<file path="src/common/mq_config.svh">
`ifndef MQ_CONFIG_SVH
`define MQ_CONFIG_SVH

// Word address into the register store
`define MQ_ADDR_W 4

// Payload width of one store word
`define MQ_DATA_W 32

// Store size, must match 2**MQ_ADDR_W
`define MQ_STORE_WORDS 16

// Queue depths as log2 of the entry count
`define MQ_WRQ_BITS 3	// 8 write requests
`define MQ_RDQ_BITS 3	// 8 read requests
`define MQ_RSPQ_BITS 2	// 4 read responses

`endif
</file>
<file path="src/common/mq_rsp_pkg.sv">
`include "mq_config.svh"

package mq_rsp_pkg;

	// Completed read, address echoed with the data
	typedef struct packed {
		logic [`MQ_ADDR_W-1:0] addr;	// Word that was read
		logic [`MQ_DATA_W-1:0] data;	// Contents at read time
	} rsp_t;

	// Last queue served by the scheduler
	typedef enum logic [1:0] {
		NONE = 2'd0,	// Nothing served since reset
		WR   = 2'd1,	// Write queue
		RD   = 2'd2	// Read queue
	} grant_t;

endpackage : mq_rsp_pkg

</file>
<file path="src/common/mq_req_pkg.sv">
`include "mq_config.svh"

package mq_req_pkg;

	// Write request as it sits in the write queue
	typedef struct packed {
		logic [`MQ_ADDR_W-1:0] addr;	// Target word
		logic [`MQ_DATA_W-1:0] data;	// Value to store
	} wr_req_t;

	// Read request, address only
	typedef struct packed {
		logic [`MQ_ADDR_W-1:0] addr;	// Word to fetch
	} rd_req_t;

endpackage : mq_req_pkg

</file>
<file path="src/hdl/mem_queue_top.sv">
`timescale 1ns/1ns
`include "mq_config.svh"

module mem_queue_top (
	input  logic                    clk,
	input  logic                    rst,

	// Write requests
	input  logic                    wr_strobe,
	input  mq_req_pkg::wr_req_t     wr_req,
	output logic                    wr_full,
	output logic                    wr_almost_full,

	// Read requests
	input  logic                    rd_strobe,
	input  mq_req_pkg::rd_req_t     rd_req,
	output logic                    rd_full,
	output logic                    rd_almost_full,

	// Read responses
	input  logic                    rsp_pop,
	output mq_rsp_pkg::rsp_t        rsp_data,	// Zero unless rsp_pop
	output logic                    rsp_empty,
	output logic [`MQ_RSPQ_BITS:0]  rsp_count
);

	// Write queue to scheduler
	mq_req_pkg::wr_req_t   wrq_head;
	logic                  wrq_empty;
	logic                  wrq_pop;

	// Read queue to scheduler
	mq_req_pkg::rd_req_t   rdq_head;
	logic                  rdq_empty;
	logic                  rdq_pop;

	// Response queue level back to scheduler
	logic                  rspq_full;
	logic                  rspq_almost_full;

	// Scheduler to store
	logic                  st_we;
	logic [`MQ_ADDR_W-1:0] st_waddr;
	logic [`MQ_DATA_W-1:0] st_wdata;
	logic                  st_re;
	logic [`MQ_ADDR_W-1:0] st_raddr;

	// Store result into the response queue
	logic                  rd_done;
	mq_rsp_pkg::rsp_t      st_rsp;

	fifo #(
		.BUF_WIDTH (`MQ_WRQ_BITS),
		.payload_t (mq_req_pkg::wr_req_t)
	) u_wr_fifo (
		.clk             (clk),
		.rst             (rst),
		.buf_in          (wr_req),
		.wr_en           (wr_strobe),	// Dropped when full
		.rd_en           (wrq_pop),
		.buf_out         (wrq_head),
		.buf_empty       (wrq_empty),
		.buf_full        (wr_full),
		.buf_almost_full (wr_almost_full),
		.fifo_counter    ()
	);

	fifo #(
		.BUF_WIDTH (`MQ_RDQ_BITS),
		.payload_t (mq_req_pkg::rd_req_t)
	) u_rd_fifo (
		.clk             (clk),
		.rst             (rst),
		.buf_in          (rd_req),
		.wr_en           (rd_strobe),	// Dropped when full
		.rd_en           (rdq_pop),
		.buf_out         (rdq_head),
		.buf_empty       (rdq_empty),
		.buf_full        (rd_full),
		.buf_almost_full (rd_almost_full),
		.fifo_counter    ()
	);

	req_scheduler u_sched (
		.clk              (clk),
		.rst              (rst),
		.wrq_empty        (wrq_empty),
		.wrq_head         (wrq_head),
		.wrq_pop          (wrq_pop),
		.rdq_empty        (rdq_empty),
		.rdq_head         (rdq_head),
		.rdq_pop          (rdq_pop),
		.rspq_full        (rspq_full),
		.rspq_almost_full (rspq_almost_full),
		.st_we            (st_we),
		.st_waddr         (st_waddr),
		.st_wdata         (st_wdata),
		.st_re            (st_re),
		.st_raddr         (st_raddr),
		.rd_done          (rd_done)
	);

	reg_store u_store (
		.clk     (clk),
		.rst     (rst),
		.we      (st_we),
		.waddr   (st_waddr),
		.wdata   (st_wdata),
		.re      (st_re),
		.raddr   (st_raddr),
		.rd_done (rd_done),
		.rsp     (st_rsp)
	);

	fifo #(
		.BUF_WIDTH (`MQ_RSPQ_BITS),
		.payload_t (mq_rsp_pkg::rsp_t)
	) u_rsp_fifo (
		.clk             (clk),
		.rst             (rst),
		.buf_in          (st_rsp),
		.wr_en           (rd_done),	// Slot already reserved by scheduler
		.rd_en           (rsp_pop),
		.buf_out         (rsp_data),
		.buf_empty       (rsp_empty),
		.buf_full        (rspq_full),
		.buf_almost_full (rspq_almost_full),
		.fifo_counter    (rsp_count)
	);

endmodule : mem_queue_top

</file>
<file path="src/hdl/reg_store.sv">
`timescale 1ns/1ns
`include "mq_config.svh"

module reg_store (
	input  logic                  clk,
	input  logic                  rst,
	input  logic                  we,	// Write strobe
	input  logic [`MQ_ADDR_W-1:0] waddr,
	input  logic [`MQ_DATA_W-1:0] wdata,
	input  logic                  re,	// Read strobe
	input  logic [`MQ_ADDR_W-1:0] raddr,
	output logic                  rd_done,	// One cycle after re
	output mq_rsp_pkg::rsp_t      rsp	// Address and data of the read
);

	logic [`MQ_DATA_W-1:0] mem [`MQ_STORE_WORDS];

	// Word array, all zero after reset
	always_ff @(posedge clk) begin
		if (rst) begin
			for (int i = 0; i < `MQ_STORE_WORDS; i++)
				mem[i] <= '0;
		end else if (we) begin
			mem[waddr] <= wdata;
		end
	end

	// Registered read, old data on a same-word write
	always_ff @(posedge clk) begin
		if (re) begin
			rsp.addr <= raddr;	// Echo address for the response
			rsp.data <= mem[raddr];
		end
	end

	always_ff @(posedge clk) begin
		if (rst)
			rd_done <= 1'b0;
		else
			rd_done <= re;	// Single-cycle completion pulse
	end

endmodule : reg_store

</file>
<file path="src/hdl/req_scheduler.sv">
`timescale 1ns/1ns
`include "mq_config.svh"

module req_scheduler (
	input  logic                  clk,
	input  logic                  rst,

	// Write request queue
	input  logic                  wrq_empty,
	input  mq_req_pkg::wr_req_t   wrq_head,	// Valid only in the pop cycle
	output logic                  wrq_pop,

	// Read request queue
	input  logic                  rdq_empty,
	input  mq_req_pkg::rd_req_t   rdq_head,	// Valid only in the pop cycle
	output logic                  rdq_pop,

	// Response queue level, used to reserve a slot per read
	input  logic                  rspq_full,
	input  logic                  rspq_almost_full,

	// Store write port
	output logic                  st_we,
	output logic [`MQ_ADDR_W-1:0] st_waddr,
	output logic [`MQ_DATA_W-1:0] st_wdata,

	// Store read port
	output logic                  st_re,
	output logic [`MQ_ADDR_W-1:0] st_raddr,
	input  logic                  rd_done	// Store result ready this cycle
);

	mq_rsp_pkg::grant_t last_grant;	// Queue served most recently
	logic               rd_inflight;	// A read sits in the store, not yet in the queue
	logic               wr_ok;	// Write queue can be served
	logic               rd_ok;	// Read queue can be served
	logic               pick_rd;	// Read wins this cycle

	// Eligibility of each queue
	always_comb begin
		wr_ok = !wrq_empty;
		// A read needs a free slot in the response queue.
		// The count does not yet include a read still inside the store,
		// so an almost full queue only accepts if nothing is in flight.
		rd_ok = !rdq_empty
			&& !rspq_full
			&& !(rspq_almost_full && rd_inflight);
	end

	// Round-robin choice, one pop per cycle
	always_comb begin
		if (wr_ok && rd_ok)
			pick_rd = (last_grant == mq_rsp_pkg::WR);	// Alternate on contention
		else
			pick_rd = rd_ok;	// Single candidate wins
	end

	always_comb begin
		wrq_pop = wr_ok && !pick_rd;
		rdq_pop = rd_ok && pick_rd;
	end

	// Popped request becomes a store command in the same cycle
	always_comb begin
		st_we    = wrq_pop;
		st_waddr = wrq_head.addr;	// Head is zero outside a pop
		st_wdata = wrq_head.data;
		st_re    = rdq_pop;
		st_raddr = rdq_head.addr;
	end

	// Grant history for the round robin
	always_ff @(posedge clk) begin
		if (rst)
			last_grant <= mq_rsp_pkg::NONE;
		else if (wrq_pop)
			last_grant <= mq_rsp_pkg::WR;
		else if (rdq_pop)
			last_grant <= mq_rsp_pkg::RD;
	end

	// In-flight read tracking
	// A new issue takes priority over the completion of the previous one,
	// since back-to-back reads overlap by one cycle
	always_ff @(posedge clk) begin
		if (rst)
			rd_inflight <= 1'b0;
		else if (rdq_pop)
			rd_inflight <= 1'b1;	// Issued, result arrives next cycle
		else if (rd_done)
			rd_inflight <= 1'b0;	// Result is now counted by the queue
	end

endmodule : req_scheduler

</file>
<file path="src/fifo/fifo.sv">
`timescale 1ns/1ns

module fifo #(
	parameter      BUF_WIDTH = 3,	// 2**BUF_WIDTH entries
	parameter type payload_t = logic [31:0]	// Entry type
) (
	input  logic                 clk,
	input  logic                 rst,
	input  payload_t             buf_in,	// Data to push
	input  logic                 wr_en,	// Push strobe
	input  logic                 rd_en,	// Pop strobe
	output payload_t             buf_out,	// Head entry, zero unless popping
	output logic                 buf_empty,
	output logic                 buf_full,
	output logic                 buf_almost_full,
	output logic [BUF_WIDTH:0]   fifo_counter	// Entries held
);

	localparam int BUF_SIZE = 1 << BUF_WIDTH;

	logic [BUF_WIDTH-1:0] rd_ptr;	// Next entry to pop
	logic [BUF_WIDTH-1:0] wr_ptr;	// Next free slot
	logic                 do_wr;	// Push accepted this cycle
	logic                 do_rd;	// Pop accepted this cycle
	payload_t             buf_mem [BUF_SIZE];

	// Flags come straight from the occupancy count
	always_comb begin
		buf_empty       = (fifo_counter == '0);
		buf_full        = (fifo_counter == BUF_SIZE[BUF_WIDTH:0]);
		buf_almost_full = (fifo_counter == BUF_SIZE[BUF_WIDTH:0] - 1'b1) || buf_full;
	end

	always_comb begin
		do_wr = wr_en && !buf_full;	// Push on a full buffer is dropped
		do_rd = rd_en && !buf_empty;	// Pop on an empty buffer is ignored
	end

	// Occupancy counter
	always_ff @(posedge clk) begin
		if (rst)
			fifo_counter <= '0;
		else if (do_wr && !do_rd)
			fifo_counter <= fifo_counter + 1'b1;
		else if (do_rd && !do_wr)
			fifo_counter <= fifo_counter - 1'b1;
		// Push and pop together leave the count unchanged
	end

	// Show-ahead read, head is only presented in the pop cycle
	always_comb begin
		if (do_rd)
			buf_out = buf_mem[rd_ptr];
		else
			buf_out = '0;
	end

	always_ff @(posedge clk) begin
		if (do_wr)
			buf_mem[wr_ptr] <= buf_in;
	end

	// Pointers wrap naturally at BUF_SIZE
	always_ff @(posedge clk) begin
		if (rst) begin
			wr_ptr <= '0;
			rd_ptr <= '0;
		end else begin
			if (do_wr)
				wr_ptr <= wr_ptr + 1'b1;
			if (do_rd)
				rd_ptr <= rd_ptr + 1'b1;
		end
	end

endmodule : fifo

</file>
<file path="config.mk">
export PLATFORM = sky130hd
export DESIGN_NAME = mem_queue_top
export DESIGN_NICKNAME = d
export VERILOG_FILES = /design/src/common/mq_rsp_pkg.sv /design/src/common/mq_req_pkg.sv /design/src/hdl/mem_queue_top.sv /design/src/hdl/reg_store.sv /design/src/hdl/req_scheduler.sv /design/src/fifo/fifo.sv
export VERILOG_INCLUDE_DIRS = /design/src /design/src/common
export SDC_FILE = /design/constraint.sdc
export NUM_CORES = 1
export LEC_CHECK = 0
export BUFFER_PORTS_ARGS = -buffer_cell sky130_fd_sc_hd__clkbuf_2
export CAP_MARGIN = 20
export CORE_UTILIZATION = 47
export DETAILED_ROUTE_END_ITERATION = 12
export PLACE_DENSITY = 0.69
export SYNTH_ARGS = -nofsm -noshare
export SYNTH_HDL_FRONTEND = slang
export SYNTH_SLANG_ARGS = --single-unit
</file>
<file path="constraint.sdc">
create_clock -name clk -period 5.61 [get_ports clk]
set_input_delay 0.8415 -clock clk [delete_from_list [all_inputs] [get_ports clk]]
set_output_delay 0.8415 -clock clk [all_outputs]
set_load 0.05 [all_outputs]
</file>
Word-level counts from Yosys, hierarchy flattened
Memories as Yosys holds them, arrays and structs flattened. A register that Yosys moved wholly into a read port is not among the register bits.
Index checks and enable logic that the tools add are counted.
Widths: inputs -> output; s select.
{ "word_totals": {"n_memories": 4, "latch_bits": 0, "ram_bits": 976, "reg_bits": 35, "mem_bits_ro": 0, "wordCells": 116} }
{ "mem_list": {"columns": ["name", "depth", "width", "rd", "rd_clocked_by_memory_dff", "wr", "line", "text"], "rows": [
  ["u_store.mem", 16, 32, 1, 1, 16, "reg_store.sv:16", "logic [`MQ_DATA_W-1:0] mem [`MQ_STORE_WORDS];"],
  ["u_wr_fifo.buf_mem", 8, 36, 1, 1, 1, "fifo.sv:25", "payload_t buf_mem [BUF_SIZE];"],
  ["u_rsp_fifo.buf_mem", 4, 36, 1, 1, 1, "fifo.sv:25", null],
  ["u_rd_fifo.buf_mem", 8, 4, 1, 1, 1, "fifo.sv:25", null]
]} }
{ "op_classes": {"add_sub_neg": 12, "n_lt_le_gt_ge": 0, "n_eq_ne": 7, "reduce_logical": 45, "muxes": 34, "shifts": 0, "n_mul": 0, "n_bitwise": 0, "n_div": 0} }
{ "ops": {"columns": ["op", "count"], "rows": [
  ["$mux 36", 2],
  ["$mux 32", 1],
  ["$reduce_or 32->1", 1],
  ["$mux 4", 6],
  ["$logic_and 1x1->1", 18],
  ["$mux 3", 6],
  ["$mux 1", 17],
  ["$add 3x1->3 const B", 5],
  ["$logic_not 1->1", 14],
  ["$reduce_bool 2->1", 5],
  ["$add 4x1->4 const B", 2],
  ["$eq 4x3->1 const B", 2],
  ["$eq 4x4->1 const B", 2],
  ["$logic_not 4->1", 2],
  ["$sub 4x1->4 const B", 2],
  ["$add 2x1->2 const B", 2],
  ["$mux 2", 2],
  ["$eq 3x2->1 const B", 1],
  ["$eq 3x3->1 const B", 1],
  ["$logic_not 3->1", 1],
  ["$logic_or 1x1->1", 3],
  ["$sub 3x1->3 const B", 1],
  ["$eq 2x1->1 const B", 1],
  ["$reduce_or 2->1", 1]
]} }

Longest topological paths before layout
Gate-level depths: netlist of the first run.
{ "logic_depth": {"depth_word": 14, "mapped_depth": 12} }

Cells and area by module
A second synthesis of the first run with hierarchy kept.
{ "unflattened": {"cells_unflattened": 2447, "hier_area_um2": 43909.6} }
{ "by_module_without_submodules": {"columns": ["module", "cells_each", "seq_area_each_um2", "area_each_um2", "n_inst"], "rows": [
  ["reg_store", 1454, 16475.8, 23921.7, 1],
  ["fifo at u_wr_fifo", 532, 8908.5, 11613.6, 1],
  ["fifo at u_rsp_fifo", 278, 4504.3, 6009.5, 1],
  ["fifo at u_rd_fifo", 127, 1221.2, 1910.6, 1],
  ["req_scheduler", 56, 60.1, 454.2, 1]
]} }

Worst setup path after synthesis of the first run
OpenSTA, ideal clock, no wires.
{ "synth_timing": {"path_type": "input to register", "start": "in wr_strobe", "end": "mem u_wr_fifo.buf_mem[0][0] (netlist bit), enable pin", "t_required_ns": 5.136, "path_buffers": 1, "t_arrival_ns": 3.765, "setup_slack_ns": 1.371, "cell_stages": 4, "setup_time_ns": 0.474, "path_cell_list": "and2_1 clkbuf_1 nand2b_1 nor3_1"} }
{ "synth_via": {"elab_chain_len": 3} }
{ "synth_lines": {"columns": ["item", "line", "text"], "rows": [
  ["start, declared", "mem_queue_top.sv:9", "input logic wr_strobe,"],
  ["$logic_and 1x1->1", "fifo.sv:35", "do_wr = wr_en && !buf_full;"],
  ["net u_wr_fifo.do_wr", "fifo.sv:23", "logic do_wr;"],
  ["$mux 1", "fifo.sv:59", "if (do_wr)"],
  ["$mux 1 (implied by the code)", "fifo.sv:60", "buf_mem[wr_ptr] <= buf_in;"],
  ["end, declared", "fifo.sv:25", null]
]} }
The timed path passes the listed nets, and every way through them passes these cells.

Final worst setup path of the first run
{ "layout_timing": {"start": "reg u_wr_fifo.fifo_counter[0]", "end": "reg u_store.rsp[20] (netlist name)"} }
{ "layout_via": {"elab_chain_len": 7} }
{ "layout_lines": {"columns": ["item", "line", "text"], "rows": [
  ["start, declared", "fifo.sv:16", "output logic [BUF_WIDTH:0] fifo_counter"],
  ["start signal, assigned", "fifo.sv:44", "fifo_counter <= fifo_counter + 1'b1;"],
  ["start signal, assigned", "fifo.sv:46", "fifo_counter <= fifo_counter - 1'b1;"],
  ["$logic_not 4->1 (*)", "fifo.sv:29", "buf_empty = (fifo_counter == '0);"],
  ["$logic_not 1->1 (*)", "req_scheduler.sv:41", "wr_ok = !wrq_empty;"],
  ["$logic_and 1x1->1 (*)", "req_scheduler.sv:52", "if (wr_ok && rd_ok)"],
  ["$mux 1 (*)", "req_scheduler.sv:52", null],
  ["$logic_and 1x1->1 (*)", "req_scheduler.sv:60", "rdq_pop = rd_ok && pick_rd;"],
  ["$logic_and 1x1->1", "fifo.sv:36", "do_rd = rd_en && !buf_empty;"],
  ["$mux 4", "fifo.sv:52", "if (do_rd)"]
]} }
Mark *: on every way between the ends. The rest lies on a longest branch, timed or not.
A chain may end at the register's enable or synchronous reset.

==> results.json, run 1 <==
{
  "powerDensity_nw_per_um2": 507,
  "synth-main-ff-cell": "edfxtp_1",
  "cts-root-buf": "clkbuf_16",
  "clock_sinks": 1051,
  "fp.coreArea_um2": 90300,
  "start_util": 0.476,
  "grt_util_met1": 0.281,
  "row_count": 110,
  "ys_ff_latch": 1051,
  "required_ns": 6.15,
  "htreeDepth": 3,
  "clk_pin_slew_ns": 0.06,
  "max_cap_viol_count": 0,
  "cts_hold_buf": 0,
  "slew_violations": 0,
  "synth_cells": 2847,
  "peakVddDrop_mv": 0.438,
  "drt_iter0_drc": 2696,
  "die_h_um": 305,
  "grt_max_degree": 129,
  "p_int_w": 0.0159,
  "seq_area_frac_synth": 0.725,
  "finalCriticalPeriod_ns": 4.27,
  "cp_max_fo": 68,
  "min_period_over_period": 0.761,
  "numCtsBuffers": 105,
  "dpl.hpwl_mm": 59.1,
  "drive_above_1_share": 0.175,
  "num_vias": 24100,
  "dieWidth_um": 305,
  "hold_end": "u_wr_fifo.buf_mem[0][11]",
  "io_buffers": 88,
  "syn_avg_cell_area_um2": 15.1,
  "total_power_w": 0.0244,
  "grt_first_pass_wirelength_mm": 146,
  "relSlewSlack": 0.242,
  "dieArea_um2": 92700,
  "antenna_found_initial": 9,
  "r2r-end": "u_store.rsp[20]",
  "ys_types": 48,
  "hold_viol": 0,
  "crit_type": "reg2reg",
  "ff2ff_path_depth": 8,
  "syn-num-nets": 2910,
  "start_kind": "flop",
  "post_cts_buffers": 0,
  "viasPerCell": 5.80,
  "first_global_vias": 24100,
  "power_frac_seq": 0.430,
  "r2r_start": "u_wr_fifo.fifo_counter[0]",
  "fillers": 7069,
  "ctsLongestPathBuffers": 3,
  "fin_ws_ns": 1.34,
  "gp_congestion": 0.884,
  "setup_viol": 0,
  "synth_edf_count": 1012,
  "rsz0062_at_grt": "no",
  "n_antenna_cell": 0,
  "gr-usage-all-layers": 0.204,
  "fin_skew_ns": 0.0272,
  "ant_nets": 0,
  "top_usage_layer": "met2",
  "fin_tns_setup_ns": 0,
  "power_frac_clock": 0.274,
  "route.detailed.drc": 0,
  "worst_setup_path_end_kind": "flop",
  "min_from": "wr_req[11]",
  "use_met2": 0.324,
  "crit_start": "u_wr_fifo.fifo_counter[0]",
  "outcome": "finished, final reports clean",
  "tightest_slew_ns": 1.11,
  "ys_warn_count": 0,
  "hold_depth": 1,
  "pre_cts_slack_ns": 1.48,
  "clkLatencyLatePin_ns": 0.67,
  "crit_arrival_ns": 4.81,
  "nets": 2956,
  "io_pins": 89,
  "max_freq_ghz": 0.234,
  "cts_tree": "built",
  "hp-class": "in2reg",
  "cts_resized": 0,
  "p_sw_frac": 0.347,
  "whs_ns": 0.437,
  "ys_async_sr_fraction": 0,
  "p_sw_w": 0.00844,
  "wirelength_mm": 95.3,
  "p_comb_frac": 0.296,
  "reg2reg_setup_slack_ns": 1.34,
  "wl_per_cell_um": 22.9,
  "grt_util_met3": 0.0535,
  "dr.pass1.iters": 6,
  "power_leakage_nw": 16.2,
  "syn_to_final_growth_pct": 11.7,
  "synth_area_um2": 43000,
  "gr-total-overflow": 0
}
[synth_stat cells, types with 4 or more instances]
library cell  instances  area [µm²]
a21oi_1              15        75.1
clkbuf_1            178         668
buf_6                 4        45.0
a211oi_2             30         375
xnor2_1               8        70.1
inv_1                11        41.3
nand2b_1             28         175
dfxtp_1              39         781
edfxtp_1           1012       30400
nand2_1             132         495
a31oi_1              33         206
a211oi_1            162        1220
buf_2                25         125
nor3_1               10        50.1
xor2_1                8        70.1
nor2b_1              69         432
and3_1              197        1230
mux4_2              115        2590
o21ai_0              37         185
buf_1                16        60.1
or3_1                 4        25.0
a2111oi_0            32         280
mux2i_1              44         440
nor2_1              554        2080
ha_1                 15         188
mux2_2               35         394
[how the worst max path moves through the flow]
stage | slack [ns] | to
3_5_place_dp | 1.48 | u_store.rsp[14]
3_3_place_gp | 1.52 | u_store.rsp[14]
4_1_cts | 1.46 | u_store.rsp[28]
5_1_grt | 1.20 | u_store.rsp[20]
2_1_floorplan | 1.37 | u_wr_fifo.buf_mem[0][0]
6_report | 1.34 | u_store.rsp[20]
[sequential cells by signal (all words and copies together) (netlist names), named ones only]
register	flops
u_store.rsp	36
u_store.rd_done	1
u_rsp_fifo.buf_mem	144
u_wr_fifo.fifo_counter	4
u_sched.rd_inflight	1
u_rd_fifo.fifo_counter	4
u_sched.last_grant	2
u_rsp_fifo.fifo_counter	3
u_wr_fifo.buf_mem	288
u_wr_fifo.wr_ptr	3
u_rd_fifo.buf_mem	32
u_rsp_fifo.wr_ptr	2
u_wr_fifo.rd_ptr	3
u_rd_fifo.rd_ptr	3
u_store.mem	512
u_rd_fifo.wr_ptr	3
u_rsp_fifo.rd_ptr	2
[power by group through the flow]
stage	Combinational, W	Clock, W	Sequential, W
4_1_cts	0.00713	0.00678	0.0105
3_3_place_gp	0.00695	0	0.0106
3_5_place_dp	0.00710	0	0.0106
5_1_grt	0.00771	0.00708	0.0106
6_report	0.00721	0.00667	0.0105
2_1_floorplan	0.00500	0	0.0103
[cell families (layout without fill, tap and decap cells)]
logic type      Yosys count  in the layout  share of synthesized area
flops                  1051           1051                      0.725
simple gates           1011           1011                      0.108
compound gates          315            315                     0.0555
buf+inv                 240            372                     0.0227
mux                     196            196                     0.0806
fa+ha+maj                18             18                    0.00576
xor+xnor                 16             16                    0.00326
[final cells by class]
| cell class | count | area, µm² | share of cell area |
|---|---|---|---|
| sequential | 1051 | 31200 | 0.649 |
| clock buffer | 129 | 2780 | 0.0579 |
| timing repair buffer | 166 | 1100 | 0.0230 |
| clock inverter | 64 | 503 | 0.0105 |
| tap | 1176 | 1470 | 0.0306 |
| multi-input combinational | 1556 | 11000 | 0.228 |
| inverter | 13 | 50.0 | 0.00104 |
[stage by stage]
stage,cell area [µm²],util,instances
6_report,48100,0.532,4155
5_1_grt,48100,0.532,4155
4_1_cts,48000,0.532,4153
3_5_place_dp,44800,0.496,3960
3_3_place_gp,44800,0.496,3960
2_1_floorplan,43000,-,2847
[cell usage in the layout (no fill, tap or decap), types with 30 or more instances in the layout]
master     netlist  layout
a211oi_1       162     162
clkbuf_16        0     108
nor2b_1         69      69
and3_1         197     193
mux2_2          35      35
edfxtp_1      1012    1012
buf_4            1      70
a2111oi_0       32      32
mux2i_1         44      44
clkbuf_2         0      89
o21ai_0         37      37
a211oi_2        30      30
mux4_2         115     115
a31oi_1         33      32
dfxtp_1         39      35
nand2_1        132     130
nor2_1         554     548
[layer usage]
metal  vias up  part of all wire  wire (µm)
li1      10900                 -          -
met3       151             0.097       9210
met2      1049              0.47      44800
met5         -            0.0012        111
met1     12000              0.41      39400
met4        16             0.019       1830
[worst max-delay path, stage by stage (launching register included)]
cell and delay [ns]:
dfxtp_1 0.38, nor4_1 0.52, o2111a_4 0.43, buf_4 0.47
buf_4 0.68, and3_1 0.27, a211oi_1 0.04, a2111oi_0 0.98
and3_1 0.28
(Power assumes the default switching activity.)
==> run 2: changes to the inputs <==
Settings changed: PLACE_DENSITY 0.69 to 0.71.
Clock period 5.61 ns to 3.8 ns, I/O delays scaled along.
==> run 2 against run 1 <==
Effect of this change:
- sequential power is 46% higher
- design area increased by 0.88%
- total power up 52%
- critical path type unchanged
==> results.json, run 2 (synthesis gave the netlist of run 1 again) <==
{
  "crit_chain": "nor4_1 -> o2111a_4 -> buf_4 -> nand2_4 -> and3_1 -> buf_4 -> a2111oi_0 -> and3_1",
  "route.detailed.drc": 0,
  "peakVddDrop_mv": 0.652,
  "syn_to_final_growth_pct": 12.7,
  "numCtsBuffers": 102,
  "drt_iter0_drc": 2785,
  "setup_viol": 0,
  "first_global_vias": 25000,
  "viasPerCell": 5.89,
  "start_kind": "flop",
  "start_util": 0.476,
  "clk_pin_slew_ns": 0.06,
  "cp_max_fo": 32,
  "cts-root-buf": "clkbuf_16",
  "crit_type": "reg2reg",
  "num_vias": 24600,
  "dieArea_um2": 92700,
  "slew_violations": 0,
  "crit_arrival_ns": 4.22,
  "largest_reg_flops": 512,
  "hp-class": "in2reg",
  "rsz0062_at_grt": "no",
  "cts_hold_buf": 0,
  "powerDensity_nw_per_um2": 765,
  "power_leakage_nw": 16.4,
  "gr-usage-all-layers": 0.211,
  "fin_skew_ns": 0.0303,
  "row_count": 110,
  "grt_first_pass_wirelength_mm": 149,
  "reg2reg_setup_slack_ns": 0.11,
  "required_ns": 4.33,
  "max_cap_viol_count": 0,
  "reg_top3": "u_store.mem (512), u_wr_fifo.buf_mem (288), u_rsp_fifo.buf_mem (144)",
  "max_freq_ghz": 0.271,
  "min_period_over_period": 0.971,
  "ant_nets": 0,
  "crit_family": "compound AO/OA/AOI/OAI gates",
  "final_common_cell": "edfxtp_1",
  "grt_max_degree": 161,
  "crit_buf_inv": 2,
  "hold_viol": 0,
  "antenna_found_initial": 6,
  "clkLatencyLatePin_ns": 0.67,
  "relSlewSlack": 0.276,
  "clock_sinks": 1051,
  "die_h_um": 305,
  "io_buffers": 88,
  "cts_tree": "built",
  "nets": 2981,
  "dr.pass1.iters": 5,
  "wl_per_cell_um": 23.5,
  "fin_tns_setup_ns": 0,
  "gp_congestion": 0.824,
  "dieWidth_um": 305,
  "worst_setup_path_end_kind": "flop",
  "dpl.hpwl_mm": 56.1,
  "layout_common_cells": "1012 x edfxtp_1, 547 x nor2_1, 193 x and3_1, 162 x a211oi_1, 130 x nand2_1",
  "finalCriticalPeriod_ns": 3.69,
  "fp.coreArea_um2": 90300,
  "cp_slowest_stage_delay_ns": 0.95,
  "io_pins": 89,
  "crit_slowest_cell": "a2111oi_0",
  "wirelength_mm": 98.4,
  "gr-total-overflow": 0,
  "htreeDepth": 3,
  "outcome": "finished, final reports clean",
  "ctsLongestPathBuffers": 3,
  "tightest_slew_ns": 1.06,
  "largest-register": "u_store.mem",
  "whs_ns": 0.173,
  "drive_above_1_share": 0.185
}
-- run 2: cell types whose count changed in the layout (fill, tap and decap cells not counted), moves of 4 or more --
cell / delta
buf_4: +30
bufinv_16: +11
clkbuf_1: -9
clkbuf_16: -4
clkinv_2: -6
-- run 2: final timing paths --
path | startpoint | endpoint | cells past startpoint
worst max-delay path | u_wr_fifo.fifo_counter[0] | u_store.rsp[10] | 8
worst min-delay path | wr_req[21] | u_wr_fifo.buf_mem[1][21] | 1
worst max register to register | u_wr_fifo.fifo_counter[0] | u_store.rsp[10] | 8
worst min register to register | u_sched.rd_inflight | u_sched.rd_inflight | 2
-- run 2: final cells by class --
class	instances	area (µm²)
repair buffers	194	1300
clock buffers	118	2680
fillers	7033	41800
multi-input cells	1556	11000
well taps	1176	1470
inverters	13	51.3
diodes	1	2.50
clock inverters	71	810
flip-flops and latches	1051	31200
-- run 2: routing by layer --
metal | global-route usage | vias up | part of all wire | wire [µm]
met5 | 0 | - | 0.00064 | 63
met4 | 0.0613 | 8 | 0.019 | 1870
met3 | 0.0430 | 161 | 0.092 | 9020
met2 | 0.356 | 1126 | 0.50 | 49000
met1 | 0.276 | 12400 | 0.39 | 38400
li1 | - | 10900 | - | -
-- run 2: worst reg2reg max path: stages, from the launching register on --
cell and delay, ns:
dfxtp_1 0.38, nor4_1 0.55, o2111a_4 0.36, buf_4 0.34, nand2_4 0.21, and3_1 0.23, buf_4 0.25, a2111oi_0 0.97
and3_1 0.28
-- run 2: where the power goes --
group / internal, W / total (W) / switching [W]
combinational: 0.00364 / 0.0113 / 0.00768
clock: 0.00620 / 0.0105 / 0.00425
sequential: 0.0146 / 0.0153 / 0.000713
total: 0.0245 / 0.0371 / 0.0126
-- run 2: metrics by stage --
step | utilization | total power [W] | setup slack, ns | cells | instance area, µm²
2_1_floorplan | - | 0.0226 | 0.233 | 2847 | 43000
3_3_place_gp | 0.498 | 0.0263 | 0.104 | 3989 | 45000
3_5_place_dp | 0.498 | 0.0267 | 0.0732 | 3989 | 45000
4_1_cts | 0.537 | 0.0371 | 0.0592 | 4178 | 48500
5_1_grt | 0.537 | 0.0385 | 0.0141 | 4180 | 48500
6_report | 0.537 | 0.0371 | 0.112 | 4180 | 48500
-- run 2: timing repair --
| item | CTS | global route |
|---|---|---|
| setup endpoints to repair | 0 | 3 |
| gates resized for setup | 0 | 3 |
| buffers inserted | 0 | 0 |
==> run 3: changes to the inputs <==
Settings changed: SYNTH_HIERARCHICAL set to 1.
==> run 3 against run 2 <==
Effect of this change:
- register-to-register slack better by 0.22 ns
- worst hold slack worse by 0.0082 ns
- synthesized area up 2.1%
- non-clock buffer count up 14
- sequential share of layout area down 1.3 points
- clock skew down 0.0031 ns
- core utilization up 0.073 points
- critical endpoint is now u_store/mem[5][4]
==> results.json, run 3 <==
{
  "outcome": "finished, final reports clean",
  "muxShareOfSynthArea": 0.137,
  "syn_to_final_growth_pct": 12.8,
  "dieWidth_um": 308,
  "row_count": 111,
  "reg2reg_setup_slack_ns": 0.33,
  "synth-main-ff-cell": "edfxtp_1",
  "post_cts_buffers": 0,
  "power_leakage_nw": 16.8,
  "finalCriticalPeriod_ns": 3.47,
  "synth-simple-area-share": 0.102,
  "io_pins": 89,
  "dr.pass1.iters": 5,
  "numPlacedInstances": 3685,
  "slew_violations": 0,
  "total_power_w": 0.0346,
  "crit_path_frequent_cell": "nor2_1",
  "num_vias": 21800,
  "rsz0062_at_grt": "no",
  "synth_edf_count": 1012,
  "cts_resized": 0,
  "peakVddDrop_mv": 0.454,
  "io_buffers": 88,
  "setup_viol": 0,
  "powerDensity_nw_per_um2": 698,
  "gr-usage-all-layers": 0.202,
  "seq_area_frac_synth": 0.710,
  "final_common_cell": "edfxtp_1",
  "synth-xor-area-share": 0.00336,
  "hp-class": "in2reg",
  "layout_common_cells": "1012 x edfxtp_1, 515 x and2_1, 238 x mux4_2, 108 x buf_4, 104 x clkbuf_16",
  "crit_buf_inv": 2,
  "yosys.area.top_type": "edfxtp_1",
  "fin_tns_setup_ns": 0,
  "viasPerCell": 5.63,
  "synth_cells": 2447,
  "drt_iter0_drc": 1986,
  "synthTopCellsByArea": "edfxtp_1 69%, mux4_2 12%, and2_1 7.4%",
  "antenna_found_initial": 3,
  "ys_types": 55,
  "clock_sinks": 1051,
  "yosys.cell_count.top_type": "edfxtp_1",
  "ys_warn_count": 6,
  "placedInstanceArea_um2": 46000,
  "crit_chain": "nor4_1 -> a211oi_2 -> o21ai_2 -> inv_2 -> nor2_1 -> buf_4 -> o41ai_4 -> nor2_1 -> nand4bb_1 -> nor2_2 -> or2_2",
  "nets": 2611,
  "first_global_vias": 22800,
  "ys_async_sr_fraction": 0,
  "synth_top_family_by_area": "multiplexers",
  "syn-num-nets": 2510,
  "cts_tree": "built",
  "crit_type": "reg2reg",
  "clkLatencyLatePin_ns": 0.68,
  "wirelength_mm": 93.8,
  "htreeDepth": 3,
  "gr-total-overflow": 0,
  "min_period_over_period": 0.912,
  "worst_setup_path_end_kind": "flop",
  "gp_congestion": 0.798,
  "ant_nets": 0,
  "relSlewSlack": 0.276,
  "reg_top3": "u_store/mem (512), u_wr_fifo/buf_mem (288), u_rsp_fifo/buf_mem (144)",
  "die_h_um": 308,
  "required_ns": 4.09,
  "route.detailed.drc": 0,
  "grt_first_pass_wirelength_mm": 142,
  "numCtsBuffers": 104,
  "tightest_slew_ns": 1.08,
  "cp_slowest_stage_delay_ns": 0.78,
  "cts_hold_buf": 0,
  "cp_max_fo": 32,
  "dieArea_um2": 94700,
  "max_cap_viol_count": 0,
  "drive_above_1_share": 0.256,
  "synth_area_um2": 43900,
  "stdcell_count": 3879,
  "synth_compound_area_frac": 0.0155,
  "fin_skew_ns": 0.0272,
  "syn_avg_cell_area_um2": 17.9,
  "ys_ff_latch": 1051,
  "fin_area_um2": 49500,
  "dpl.hpwl_mm": 57.4,
  "synthTopCellsByCount": "1012 x edfxtp_1, 517 x and2_1, 238 x mux4_2",
  "whs_ns": 0.165,
  "largest-register": "u_store/mem",
  "hold_viol": 0,
  "crit_slowest_cell": "or2_2",
  "cts-root-buf": "clkbuf_16",
  "start_util": 0.477,
  "fp.coreArea_um2": 92100,
  "wl_per_cell_um": 24.2,
  "max_freq_ghz": 0.289,
  "crit_family": "simple AND/OR/NAND/NOR gates",
  "synthAdderAreaFrac": 0.00564,
  "grt_max_degree": 60,
  "clk_pin_slew_ns": 0.06,
  "synth_top_cell_area_share": 0.692,
  "start_kind": "flop",
  "crit_arrival_ns": 3.76,
  "ctsLongestPathBuffers": 3,
  "largest_reg_flops": 512
}
## run 3: worst paths after layout
kind                                                start  cells after the start                      end
worst max register to register  u_rd_fifo/fifo_counter[3]                     11        u_store/mem[5][4]
worst min-delay path                            wr_req[2]                      1  u_wr_fifo/buf_mem[3][2]
worst min register to register      u_sched/last_grant[0]                      2    u_sched/last_grant[0]
worst max-delay path            u_rd_fifo/fifo_counter[3]                     11        u_store/mem[5][4]
## run 3: final cells by class
class	count	area [µm²]
diodes	1	2.50
clock buffers	132	2750
inverters	14	52.6
multi-input cells	1169	11700
well taps	1243	1560
repair buffers	208	1500
flip-flops and latches	1051	31200
clock inverters	61	733
fillers	7018	42600
## run 3: kinds of logic after synthesis
logic type / Yosys count
flops: 1051
simple gates: 755
mux: 292
buf+inv: 227
compound gates: 88
fa+ha+maj: 18
xor+xnor: 16
## run 3: worst reg2reg max path: stages, from the launching register on
cell,delay [ns]
dfxtp_1,0.37
nor4_1,0.41
a211oi_2,0.09
o21ai_2,0.10
inv_2,0.10
nor2_1,0.11
buf_4,0.16
o41ai_4,0.13
nor2_1,0.27
nand4bb_1,0.32
nor2_2,0.21
or2_2,0.78
## run 3: power breakdown
| group | internal [W] | total, W | switching, W | leakage (nW) |
|---|---|---|---|---|
| Sequential | 0.0143 | 0.0150 | 0.000640 | 10.2 |
| Combinational | 0.00349 | 0.00928 | 0.00578 | 4.98 |
| Clock | 0.00604 | 0.0103 | 0.00430 | 1.69 |
## run 3: metrics by stage
stage,utilization,setup WS [ns]
2_1_floorplan,-,0.000175
3_3_place_gp,0.500,0.398
3_5_place_dp,0.500,0.320
4_1_cts,0.538,0.303
5_1_grt,0.538,0.0571
6_report,0.538,0.335
## run 3: metal layers
metal | part of all wire | routed length (µm) | up-vias | GRT usage
met1 | 0.42 | 39400 | 11400 | 0.279
met3 | 0.079 | 7390 | 130 | 0.0469
met4 | 0.017 | 1620 | 2 | 0.0437
li1 | - | - | 9498 | -
met5 | 0.00013 | 12 | - | 0
met2 | 0.48 | 45300 | 803 | 0.327
